File: src/intr_config.svh
`ifndef INTR_CONFIG_SVH
`define INTR_CONFIG_SVH

// Channel address is {segment id, bit id}
`define INTR_SEG_BITS 2                                   // 4 segments
`define INTR_BIT_BITS 3                                   // 8 channels per segment
`define INTR_CH_BITS  (`INTR_SEG_BITS + `INTR_BIT_BITS)
`define INTR_SEG_NUM  (1 << `INTR_SEG_BITS)
`define INTR_BIT_NUM  (1 << `INTR_BIT_BITS)               // Also the segment word width
`define INTR_CH_NUM   (1 << `INTR_CH_BITS)

// Per channel fields
// Status bit i pairs with sticky bit i and change enable i
`define INTR_STY_W 4
`define INTR_STA_W 4
`define INTR_CHE_W 4

`define INTR_UP_W    16   // Host data bus
`define INTR_RAM_LAT 2    // Address reg plus output reg

`endif
File: src/intr_host_pkg.sv
`include "intr_config.svh"

package intr_host_pkg;

  // Top two address bits pick the area
  typedef enum logic [1:0] {
    AREA_STY = 2'd0,   // Sticky, write one to clear
    AREA_STA = 2'd1,   // Status
    AREA_EN  = 2'd2,   // Interrupt enables
    AREA_SEG = 2'd3    // Segment OR words, read only
  } host_area_e;

  // Channel areas
  typedef struct packed {
    host_area_e                area;
    logic [`INTR_SEG_BITS-1:0] seg;
    logic [`INTR_BIT_BITS-1:0] bit_id;
  } host_chan_addr_t;

  // Segment area, segment id moves to the bottom
  typedef struct packed {
    host_area_e                area;
    logic [`INTR_BIT_BITS-1:0] spare;   // Ignored
    logic [`INTR_SEG_BITS-1:0] seg;
  } host_seg_addr_t;

  typedef union packed {
    host_chan_addr_t ch;
    host_seg_addr_t  sg;
  } host_addr_u;

  typedef struct packed {
    logic                  en;      // Single cycle strobe
    logic                  wr;
    logic                  rd;
    host_addr_u            addr;
    logic [`INTR_UP_W-1:0] wdata;
  } host_req_t;

endpackage

File: src/intr_event_pkg.sv
`include "intr_config.svh"

package intr_event_pkg;

  ////////////////////////////////////////////////////////////////////////////
  // Channel RAM word

  // Sticky sits in the low bits, enables on top
  typedef struct packed {
    logic [`INTR_STY_W-1:0] int_en;   // Per type interrupt enable
    logic [`INTR_STA_W-1:0] sta;      // Current status
    logic [`INTR_STY_W-1:0] sty;      // Sticky, host clears by writing ones
  } chan_word_t;

  ////////////////////////////////////////////////////////////////////////////
  // Channel event

  // One strobe updates one channel
  typedef struct packed {
    logic                      valid;      // Single cycle strobe
    logic [`INTR_SEG_BITS-1:0] seg;        // Segment id
    logic [`INTR_BIT_BITS-1:0] bit_id;     // Channel inside the segment
    logic [`INTR_STY_W-1:0]    sty_req;    // Direct sticky set
    logic [`INTR_STA_W-1:0]    sta;        // New status value
    logic [`INTR_STA_W-1:0]    sta_msk;    // Status bits taken from sta
    logic [`INTR_CHE_W-1:0]    sta_chgen;  // Changed status bit sets its sticky
    logic [`INTR_STY_W-1:0]    type_en;    // Types allowed into the segment OR
  } intr_event_t;

endpackage

File: src/intr_ctl_top.sv
`timescale 1ns/10ps
`include "intr_config.svh"

module intr_ctl_top (
  input  logic                        iclk,
  input  logic                        reset,
  input  logic                        alarm_restart,
  input  intr_event_pkg::intr_event_t ev_in,
  input  intr_host_pkg::host_req_t    host,
  output logic                        host_rdy,
  output logic [`INTR_UP_W-1:0]       host_rdata,
  output logic                        irq
);

  import intr_event_pkg::*;

  intr_event_t               ev_eng;       // Sequencer to engine
  logic                      chan_we;
  logic [`INTR_CH_BITS-1:0]  chan_wa;
  chan_word_t                chan_wd;
  logic [`INTR_CH_BITS-1:0]  chan_ra;
  chan_word_t                chan_rdata;   // Also tapped by the sequencer
  logic                      seg_we;
  logic [`INTR_SEG_BITS-1:0] seg_wa;
  logic [`INTR_BIT_NUM-1:0]  seg_wd;
  logic [`INTR_SEG_BITS-1:0] seg_ra;
  logic [`INTR_BIT_NUM-1:0]  seg_rd;

  alarm_rearm_seq seq_i (
    .iclk          (iclk),
    .reset         (reset),
    .alarm_restart (alarm_restart),
    .ev_in         (ev_in),
    .chan_rdata    (chan_rdata),
    .ev_eng        (ev_eng)
  );

  intr_engine eng_i (
    .iclk       (iclk),
    .reset      (reset),
    .ev_eng     (ev_eng),
    .host       (host),
    .host_rdy   (host_rdy),
    .host_rdata (host_rdata),
    .irq        (irq),
    .chan_we    (chan_we),
    .chan_wa    (chan_wa),
    .chan_wd    (chan_wd),
    .chan_ra    (chan_ra),
    .chan_rdata (chan_rdata),
    .seg_we     (seg_we),
    .seg_wa     (seg_wa),
    .seg_wd     (seg_wd),
    .seg_ra     (seg_ra),
    .seg_rd     (seg_rd)
  );

  // Sticky, status and enables per channel
  intr_ram #(.DEPTH(`INTR_CH_NUM), .WIDTH($bits(chan_word_t))) chan_ram_i (
    .iclk (iclk),
    .we   (chan_we),
    .wa   (chan_wa),
    .wd   (chan_wd),
    .ra   (chan_ra),
    .rd   (chan_rdata)
  );

  // One interrupt OR bit per channel
  intr_ram #(.DEPTH(`INTR_SEG_NUM), .WIDTH(`INTR_BIT_NUM)) seg_ram_i (
    .iclk (iclk),
    .we   (seg_we),
    .wa   (seg_wa),
    .wd   (seg_wd),
    .ra   (seg_ra),
    .rd   (seg_rd)
  );

endmodule

File: src/intr_engine.sv
`timescale 1ns/10ps
`include "intr_config.svh"

module intr_engine (
  input  logic                        iclk,
  input  logic                        reset,
  input  intr_event_pkg::intr_event_t ev_eng,
  input  intr_host_pkg::host_req_t    host,
  output logic                        host_rdy,
  output logic [`INTR_UP_W-1:0]       host_rdata,
  output logic                        irq,
  output logic                        chan_we,
  output logic [`INTR_CH_BITS-1:0]    chan_wa,
  output intr_event_pkg::chan_word_t  chan_wd,
  output logic [`INTR_CH_BITS-1:0]    chan_ra,
  input  intr_event_pkg::chan_word_t  chan_rdata,
  output logic                        seg_we,
  output logic [`INTR_SEG_BITS-1:0]   seg_wa,
  output logic [`INTR_BIT_NUM-1:0]    seg_wd,
  output logic [`INTR_SEG_BITS-1:0]   seg_ra,
  input  logic [`INTR_BIT_NUM-1:0]    seg_rd
);

  import intr_event_pkg::*;
  import intr_host_pkg::*;

  localparam int LAT = `INTR_RAM_LAT;

  // Stage 0 reads, stage LAT modifies and writes
  intr_event_t               ev_pipe [1:LAT];
  logic [LAT+1:1]            ev_vld;      // Extra stage keeps the read port on the channel
  logic [LAT:1]              hst_vld;
  host_req_t                 host_q;      // Held until host_rdy
  logic                      host_pend;   // Waiting for a free slot
  logic                      host_go;
  logic                      busy;
  logic [`INTR_CH_BITS-1:0]  ra_last;
  logic [`INTR_SEG_BITS-1:0] sra_last;
  logic [`INTR_SEG_NUM-1:0]  seg_nz;      // Segments with any bit set

  intr_event_t               ev_w;
  logic                      ev_op;
  logic                      hst_op;
  logic                      hst_chan_wr;
  host_area_e                area;
  chan_word_t                word_new;
  logic [`INTR_STA_W-1:0]    sta_new;
  logic [`INTR_STY_W-1:0]    chg;
  logic [`INTR_STY_W-1:0]    type_m;
  logic                      seg_bit;
  logic [`INTR_UP_W-1:0]     rdata_mux;

  ////////////////////////////////////////////////////////////////////////////
  // Slot control

  assign busy    = ev_eng.valid | (|ev_vld);
  assign host_go = host_pend & ~busy;     // Host only gets empty slots

  always_ff @(posedge iclk)
  begin
    if (reset)
    begin
      ev_vld    <= '0;
      hst_vld   <= '0;
      host_pend <= 1'b0;
      host_rdy  <= 1'b0;
      ra_last   <= '0;
      sra_last  <= '0;
      seg_nz    <= '0;
      irq       <= 1'b0;
    end
    else
    begin
      ev_vld   <= {ev_vld[LAT:1], ev_eng.valid};
      hst_vld  <= {hst_vld[LAT-1:1], host_go};
      host_rdy <= hst_op;
      if (host.en)
      begin
        host_pend <= 1'b1;
      end
      else if (host_go)
      begin
        host_pend <= 1'b0;
      end
      if (ev_eng.valid || host_go)
      begin
        ra_last  <= chan_ra;              // Read port parks here
        sra_last <= seg_ra;
      end
      if (seg_we)
      begin
        seg_nz[seg_wa] <= |seg_wd;
      end
      irq <= |seg_nz;
    end
  end

  always_ff @(posedge iclk)
  begin
    if (host.en)
    begin
      host_q <= host;
    end
    ev_pipe[1] <= ev_eng;
    for (int i = 2; i <= LAT; i++)
    begin
      ev_pipe[i] <= ev_pipe[i-1];
    end
    if (hst_op)
    begin
      host_rdata <= rdata_mux;
    end
  end

  // Read addresses, event first
  always_comb
  begin
    chan_ra = ra_last;
    seg_ra  = sra_last;
    if (ev_eng.valid)
    begin
      chan_ra = {ev_eng.seg, ev_eng.bit_id};
      seg_ra  = ev_eng.seg;
    end
    else if (host_go)
    begin
      chan_ra = {host_q.addr.ch.seg, host_q.addr.ch.bit_id};
      seg_ra  = (host_q.addr.ch.area == AREA_SEG) ? host_q.addr.sg.seg : host_q.addr.ch.seg;
    end
  end

  ////////////////////////////////////////////////////////////////////////////
  // Modify stage

  assign ev_w        = ev_pipe[LAT];
  assign ev_op       = ev_vld[LAT];
  assign hst_op      = hst_vld[LAT];
  assign area        = host_q.addr.ch.area;
  assign hst_chan_wr = hst_op & host_q.wr & (area != AREA_SEG);   // Segment area ignores writes

  always_comb
  begin
    word_new = chan_rdata;
    sta_new  = chan_rdata.sta;
    chg      = '0;
    type_m   = '1;                         // Host updates count every type
    if (ev_op)
    begin
      sta_new      = (chan_rdata.sta & ~ev_w.sta_msk) | (ev_w.sta & ev_w.sta_msk);
      chg          = (sta_new ^ chan_rdata.sta) & ev_w.sta_chgen;
      word_new.sta = sta_new;
      word_new.sty = chan_rdata.sty | ev_w.sty_req | chg;
      type_m       = ev_w.type_en;
    end
    else
    begin
      case (area)
        AREA_STY: word_new.sty    = chan_rdata.sty & ~host_q.wdata[`INTR_STY_W-1:0];
        AREA_STA: word_new.sta    = host_q.wdata[`INTR_STA_W-1:0];
        AREA_EN:  word_new.int_en = host_q.wdata[`INTR_STY_W-1:0];
        default:  word_new        = chan_rdata;
      endcase
    end
    seg_bit = |(word_new.sty & word_new.int_en & type_m);
  end

  assign chan_we = ev_op | hst_chan_wr;
  assign seg_we  = chan_we;
  assign chan_wd = word_new;
  assign chan_wa = ev_op ? {ev_w.seg, ev_w.bit_id} : {host_q.addr.ch.seg, host_q.addr.ch.bit_id};
  assign seg_wa  = chan_wa[`INTR_CH_BITS-1:`INTR_BIT_BITS];

  // Only this channel's bit changes in the segment word
  always_comb
  begin
    seg_wd                               = seg_rd;
    seg_wd[chan_wa[`INTR_BIT_BITS-1:0]] = seg_bit;
  end

  // Host read data, old word on writes
  always_comb
  begin
    rdata_mux = '0;
    case (area)
      AREA_STY: rdata_mux[`INTR_STY_W-1:0]   = chan_rdata.sty;
      AREA_STA: rdata_mux[`INTR_STA_W-1:0]   = chan_rdata.sta;
      AREA_EN:  rdata_mux[`INTR_STY_W-1:0]   = chan_rdata.int_en;
      default:  rdata_mux[`INTR_BIT_NUM-1:0] = seg_rd;
    endcase
  end

endmodule

File: src/alarm_rearm_seq.sv
`timescale 1ns/10ps
`include "intr_config.svh"

module alarm_rearm_seq (
  input  logic                        iclk,
  input  logic                        reset,
  input  logic                        alarm_restart,
  input  intr_event_pkg::intr_event_t ev_in,
  input  intr_event_pkg::chan_word_t  chan_rdata,
  output intr_event_pkg::intr_event_t ev_eng
);

  import intr_event_pkg::*;

  // Eight states per channel
  typedef enum logic [3:0] {
    IDLE,
    PREREAD,    // Read current word
    WAIT1,
    WAIT2,
    WAIT3,
    WAIT4,
    WAIT5,
    CLEAR,      // Status to zero
    SET_STK     // Old status back, stickies follow
  } seq_state_e;

  seq_state_e               state;
  logic [2:0]               alrm_sr;     // Alarm input shift
  logic                     alrm_rise;
  logic [`INTR_CH_BITS-1:0] ch_cnt;      // Channel under sweep
  logic [`INTR_STA_W-1:0]   sta_lat;     // Status seen by PREREAD
  intr_event_t              ev_nxt;
  intr_event_t              ev_pay;      // Registered event fields
  logic                     ev_vld;      // Registered strobe

  ////////////////////////////////////////////////////////////////////////////
  // Alarm restart edge

  always_ff @(posedge iclk)
  begin
    if (reset)
    begin
      alrm_sr <= '0;
    end
    else
    begin
      alrm_sr <= {alrm_sr[1:0], alarm_restart};
    end
  end

  assign alrm_rise = alrm_sr[1] & ~alrm_sr[2];

  ////////////////////////////////////////////////////////////////////////////
  // Sweep FSM

  always_ff @(posedge iclk)
  begin
    if (reset)
    begin
      state  <= IDLE;
      ch_cnt <= '0;
      ev_vld <= 1'b0;
    end
    else
    begin
      ev_vld <= ev_nxt.valid;
      case (state)
        IDLE:    state <= alrm_rise ? PREREAD : IDLE;
        PREREAD: state <= WAIT1;
        WAIT1:   state <= WAIT2;
        WAIT2:   state <= WAIT3;
        WAIT3:   state <= WAIT4;
        WAIT4:   state <= WAIT5;
        WAIT5:   state <= CLEAR;
        CLEAR:   state <= SET_STK;
        SET_STK:
        begin
          ch_cnt <= ch_cnt + 1'b1;
          state  <= (&ch_cnt) ? IDLE : PREREAD;   // Last channel ends the sweep
        end
        default: state <= IDLE;
      endcase
    end
  end

  // Status of the swept channel is back on the read port by CLEAR
  always_ff @(posedge iclk)
  begin
    if (state == CLEAR)
    begin
      sta_lat <= chan_rdata.sta;
    end
  end

  // Next event, outside events only pass while idle
  always_comb
  begin
    ev_nxt           = '0;
    ev_nxt.seg       = ch_cnt[`INTR_CH_BITS-1:`INTR_BIT_BITS];
    ev_nxt.bit_id    = ch_cnt[`INTR_BIT_BITS-1:0];
    ev_nxt.sta_chgen = '1;
    ev_nxt.type_en   = '1;
    case (state)
      IDLE:    ev_nxt = ev_in;
      PREREAD: ev_nxt.valid = 1'b1;       // Mask zero, word stays as is
      CLEAR:
      begin
        ev_nxt.valid   = 1'b1;
        ev_nxt.sta_msk = '1;              // sta is zero here
      end
      SET_STK:
      begin
        ev_nxt.valid   = 1'b1;
        ev_nxt.sta_msk = '1;
        ev_nxt.sta     = sta_lat;         // Zero to one sets the sticky
      end
      default: ev_nxt.valid = 1'b0;       // Waits
    endcase
  end

  always_ff @(posedge iclk)
  begin
    ev_pay <= ev_nxt;
  end

  always_comb
  begin
    ev_eng       = ev_pay;
    ev_eng.valid = ev_vld;
  end

endmodule

File: src/intr_ram.sv
`timescale 1ns/10ps

module intr_ram #(
  parameter int DEPTH = 32,
  parameter int WIDTH = 12
) (
  input  logic                     iclk,
  input  logic                     we,
  input  logic [$clog2(DEPTH)-1:0] wa,
  input  logic [WIDTH-1:0]         wd,
  input  logic [$clog2(DEPTH)-1:0] ra,
  output logic [WIDTH-1:0]         rd
);

  logic [WIDTH-1:0]         mem [DEPTH];
  logic [$clog2(DEPTH)-1:0] ra_q;   // Registered read address

  always_ff @(posedge iclk)
  begin
    if (we)
    begin
      mem[wa] <= wd;
    end
  end

  // Output register, write data passes straight through on a same address hit
  always_ff @(posedge iclk)
  begin
    ra_q <= ra;
    if (we && (wa == ra_q))
    begin
      rd <= wd;
    end
    else
    begin
      rd <= mem[ra_q];
    end
  end

endmodule

File: config.mk
export PLATFORM = sky130hd
export DESIGN_NAME = intr_ctl_top
export DESIGN_NICKNAME = d
export VERILOG_FILES = /design/src/intr_host_pkg.sv /design/src/intr_event_pkg.sv /design/src/intr_ctl_top.sv /design/src/intr_engine.sv /design/src/alarm_rearm_seq.sv /design/src/intr_ram.sv
export VERILOG_INCLUDE_DIRS = /design/src /design/src/src
export SDC_FILE = /design/constraint.sdc
export NUM_CORES = 1
export LEC_CHECK = 0
export BUFFER_PORTS_ARGS = -buffer_cell sky130_fd_sc_hd__buf_2
export CAP_MARGIN = 20
export CORE_MARGIN = 2
export CORE_UTILIZATION = 25
export CTS_BUF_LIST = sky130_fd_sc_hd__clkbuf_2
export DETAILED_ROUTE_END_ITERATION = 16
export SYNTH_ARGS = -nofsm -noshare
export SYNTH_HDL_FRONTEND = slang
export SYNTH_SLANG_ARGS = --single-unit
File: constraint.sdc
create_clock -name iclk -period 3.7 [get_ports iclk]
set_clock_uncertainty 0.1 [all_clocks]
set_input_delay 0.555 -clock iclk [delete_from_list [all_inputs] [get_ports iclk]]
set_output_delay 0.555 -clock iclk [all_outputs]
set_load 0.005 [all_outputs]
==> key figures <==
Cells and area
  • Share of layout cells above drive strength 1: 31.3%
  • Fin util: 30.5%
  • Commonest non-fill, non-tap cell in the layout: edfxtp_1
  • Final nets: 1594
  • Commonest cells after routing, fill and taps aside: edfxtp_1, clkbuf_2, dfxtp_1
  • Area Growth Syn to Fin: 20.9%

STA
  • Endpoints failing hold: 0
  • Fin worst setup slack: 135 ps
  • WHS: around 150 ps
  • Setup violators final: 0
  • Ratio of final minimum period to clock period: 96.3%
  • Fmax: 281 MHz
  • Worst-Margin Slew: 885 ps
  • Worst slew margin: 40.4%
  • RSZ-0062 raised after global routing: false
  • Final Max Slew Viols: 0
  • Minimum clock period: between 3000 and 4000 ps

Clock network
  • Insertion delay to the later sink of the worst-skew pair: 1240 ps
  • Root buffer cell: clkbuf_2
  • Clk slew on worst S/H paths: 100 ps
  • TritonCTS clock tree: built
  • CTS H-tree depth: 4
  • CTS Buf Count: around 140
  • Longest Clk Path Bufs: 3
  • Setup Buffers After CTS: 0
  • Clock Sinks: ~560

Power and ir drop
  • Reg power frac: 52.9%
  • Switching Power: slightly above 4 mW
  • Internal power: around 10 mW
  • Clock group share of total power: 28.1%
  • Combinational fraction of design power: 19.0%
  • Power consumption: 14.4 mW
  • Lkg Pwr: 8.93 nW
  • Power per cell area: 563 nW/um^2
  • Switching power share of the total: 28.8%
  • Max VDD drop: 266 uV

Setup path
  • Cells along the critical path: buf_12, buf_4, mux2i_1, a221oi_1, o21ai_1, or4b_1, mux2i_4, a21oi_2, nor4_4, buf_12, o21ai_2
  • Critical path peak fanout: 17
  • Slack of the worst reg-to-reg path: 140 ps
  • Worst flop-to-flop path endpoint: seg_ram_i.mem[0][2]
  • Crit-path max cell delay: 630 ps
  • Slowest library cell on the worst path: or4b_1
  • Startpoint class of the critical path: register
  • Critical path buffers and inverters: 3
  • Worst EP required: 4520 ps
  • Critical Path Most Common Cell: buf_12
  • Worst R2R Path Depth: 11
  • Delay-heaviest family, CP: simple AND/OR/NAND/NOR gates
  • Arrival time at the worst endpoint: 4390 ps
  • Crit end category: register
  • Crit path kind: register to register

Yosys
  • Register area share after synthesis: 74.0%
  • Avg Cell Area, Syn: roughly 17 sq um
  • Synth Instances: 1209
  • Share of flip-flops with an asynchronous set or reset: 0%
  • YS warnings: 0
  • Seq cells post-synth: 561
  • Post-synthesis cell area: 21100 sq um
  • Number of flops mapped to enable cells by yosys: 440
  • Predominant post-synthesis flop cell: edfxtp_1
  • Yosys cell types: 65

Floorplan
  • Die W: 295 microns
  • DIE HEIGHT: 295 microns
  • Core Region: 83700 sq um
  • Effective utilization at floorplan: 25.3%
  • Die Area: 86900 sq um
  • # IOs: 73
  • Num rows: 106

Job
  • Max-cap viol count: 0

Detailed routing
  • Final wirelength: 51.3 mm
  • Via count: 12132
  • DRC violations left: 0
  • First-pass iteration count of the detailed router: 5
  • Via density: ~4.4
  • Antenna Violating Nets Remaining: 0
  • Iteration-0 DRC count of the detailed router: around 980
  • Routed WL per cell: about 18 microns

Placement
  • Pre-CTS setup slack: -28.8 ps
  • Placer Congestion: ~0.84
  • Number of port buffers: 51
  • Final HPWL DP: roughly 33 mm

Global routing
  • First-pass GRT wire length: 76.6 mm
  • Total global-route track usage: 11.9%
  • Initial antenna violation count: 1
  • Largest net degree at the start of global routing: 33
  • Vias in the first global route: 12782
  • Overflow after GRT: 0

Outcome
  • Status: finished clean

Hold path
  • Worst hold stages: 0
  • Hold_sp: eng_i.ev_pipe[1][14]
  • Worst Hold End: eng_i.ev_pipe[2][14]
  • Worst Hold Class: register to register
==> power groups by stage <==
stage                     combinational [mW]  sequential (mW)  clock, mW
after global placement                  2.59             7.75          0
after global routing                    2.90             7.64       4.49
after detailed placement                2.66             7.76          0
after CTS                               2.73             7.62       4.19
final                                   2.73             7.61       4.04
after floorplan                         1.51             7.70          0
==> worst register-to-register path: stages (launching register included) <==
cell and delay [ps]:
dfxtp_4 500, buf_12 220, buf_4 320, mux2i_1 250
a221oi_1 100, o21ai_1 180, or4b_1 630, mux2i_4 270
a21oi_2 100, nor4_4 350, buf_12 190, o21ai_2 90
==> cells by family (layout without fill, tap and decap cells) <==
| kind of cell | after synthesis | count (layout) | share of synthesized area [%] |
|---|---|---|---|
| flip-flops | 561 | 561 | 74.0 |
| AND/OR/NAND/NOR | 238 | 238 | 5.56 |
| multiplexers | 168 | 168 | 12.4 |
| AO/OA/AOI/OAI | 143 | 143 | 5.20 |
| buffers and inverters | 88 | 511 | 2.44 |
| XOR/XNOR | 8 | 8 | 0.332 |
| adder cells (fa/ha/maj) | 2 | 2 | 0.118 |
| other | 1 | 9 | 0.0177 |
==> per-layer routing <==
metal	up-vias	share of wire, %	track usage, %
li1	5454	-	-
met1	6115	42	14.7
met2	465	49	20.0
met3	98	6.1	2.84
met4	0	2.4	5.01
met5	-	0	0
==> repair_timing <==
item | in CTS | in global routing
gates cloned | 0 | 0
gates resized for setup | 1 | 3
hold endpoints to repair | 81 | 0
hold buffers | 80 | 0
endpoints found under the setup margin | 34 | 20
==> worst max path at each step <==
| stage | cells after the start | endpoint | slack (ps) |
|---|---|---|---|
| 5_1_grt | 11 | seg_ram_i.mem[0][2] | 3 |
| 3_5_place_dp | 12 | seg_ram_i.mem[2][1] | -30 |
| 2_1_floorplan | 9 | chan_ram_i.mem[0][6] | 100 |
| 6_report | 11 | seg_ram_i.mem[0][2] | 140 |
| 3_3_place_gp | 12 | seg_ram_i.mem[2][4] | -90 |
| 4_1_cts | 13 | eng_i.seg_nz[3] | 90 |
==> flip-flops by register name (all words and copies together) (netlist names), 5 cells and up, named ones only <==
register / flops
chan_ram_i.mem: 384
chan_ram_i.ra_q: 5
eng_i.ev_pipe: 50
eng_i.host_q: 10
eng_i.host_rdata: 8
eng_i.ra_last: 5
seg_ram_i.mem: 32
seq_i.ch_cnt: 5
seq_i.ev_eng: 25
==> synthesized netlist by cell type (all sizes together) (2+ instances only) <==
| cell type | count | area [sq um] |
|---|---|---|
| mux2i | 80 | 813 |
| ha | 2 | 25.0 |
| a22o | 12 | 105 |
| nand4 | 6 | 37.5 |
| a41oi | 2 | 17.5 |
| edfxtp | 440 | 13200 |
| o211ai | 4 | 30.0 |
| xor2 | 4 | 35.0 |
| buf | 37 | 320 |
| nand2b | 20 | 125 |
| mux2 | 17 | 191 |
| a31oi | 6 | 43.8 |
| nand3 | 22 | 115 |
| o21ai | 22 | 140 |
| mux4 | 71 | 1610 |
| inv | 18 | 67.6 |
| nor3 | 7 | 35.0 |
| and2 | 16 | 100 |
| a21o | 4 | 30.0 |
| o21a | 2 | 15.0 |
| nor2 | 79 | 297 |
| dfxtp | 121 | 2420 |
| o221ai | 3 | 26.3 |
| o22ai | 2 | 12.5 |
| a221oi | 10 | 106 |
| or2 | 3 | 18.8 |
| nor4 | 6 | 52.6 |
| xnor2 | 4 | 35.0 |
| a2111oi | 3 | 26.3 |
| a221o | 5 | 50.1 |
| a21oi | 15 | 78.8 |
| o211a | 4 | 40.0 |
| nand2 | 47 | 176 |
| nor2b | 19 | 119 |
| nor3b | 2 | 15.0 |
| and3 | 5 | 31.3 |
| and3b | 2 | 17.5 |
| clkbuf | 33 | 128 |
| a211oi | 5 | 37.5 |
| a22oi | 39 | 293 |
==> cell type report <==
type / count / area, sq um
clock buffers: 215 / 1080
multi-input cells: 567 / 5070
well taps: 1134 / 1420
diodes: 1 / 2.50
fillers: 8217 / 58100
clock inverters: 30 / 170
repair buffers: 248 / 2110
inverters: 18 / 67.6
flip-flops and latches: 561 / 15600
==> metrics by stage <==
step,cells,TNS [ps],area (sq um)
global placement,2448,-2780,23500
floorplan,1216,0,21200
finish,2774,0,25600
global route,2774,0,25600
detailed placement,2448,-715,23500
CTS,2773,0,25500
No activity file was read; power rests on OpenSTA's default activity.
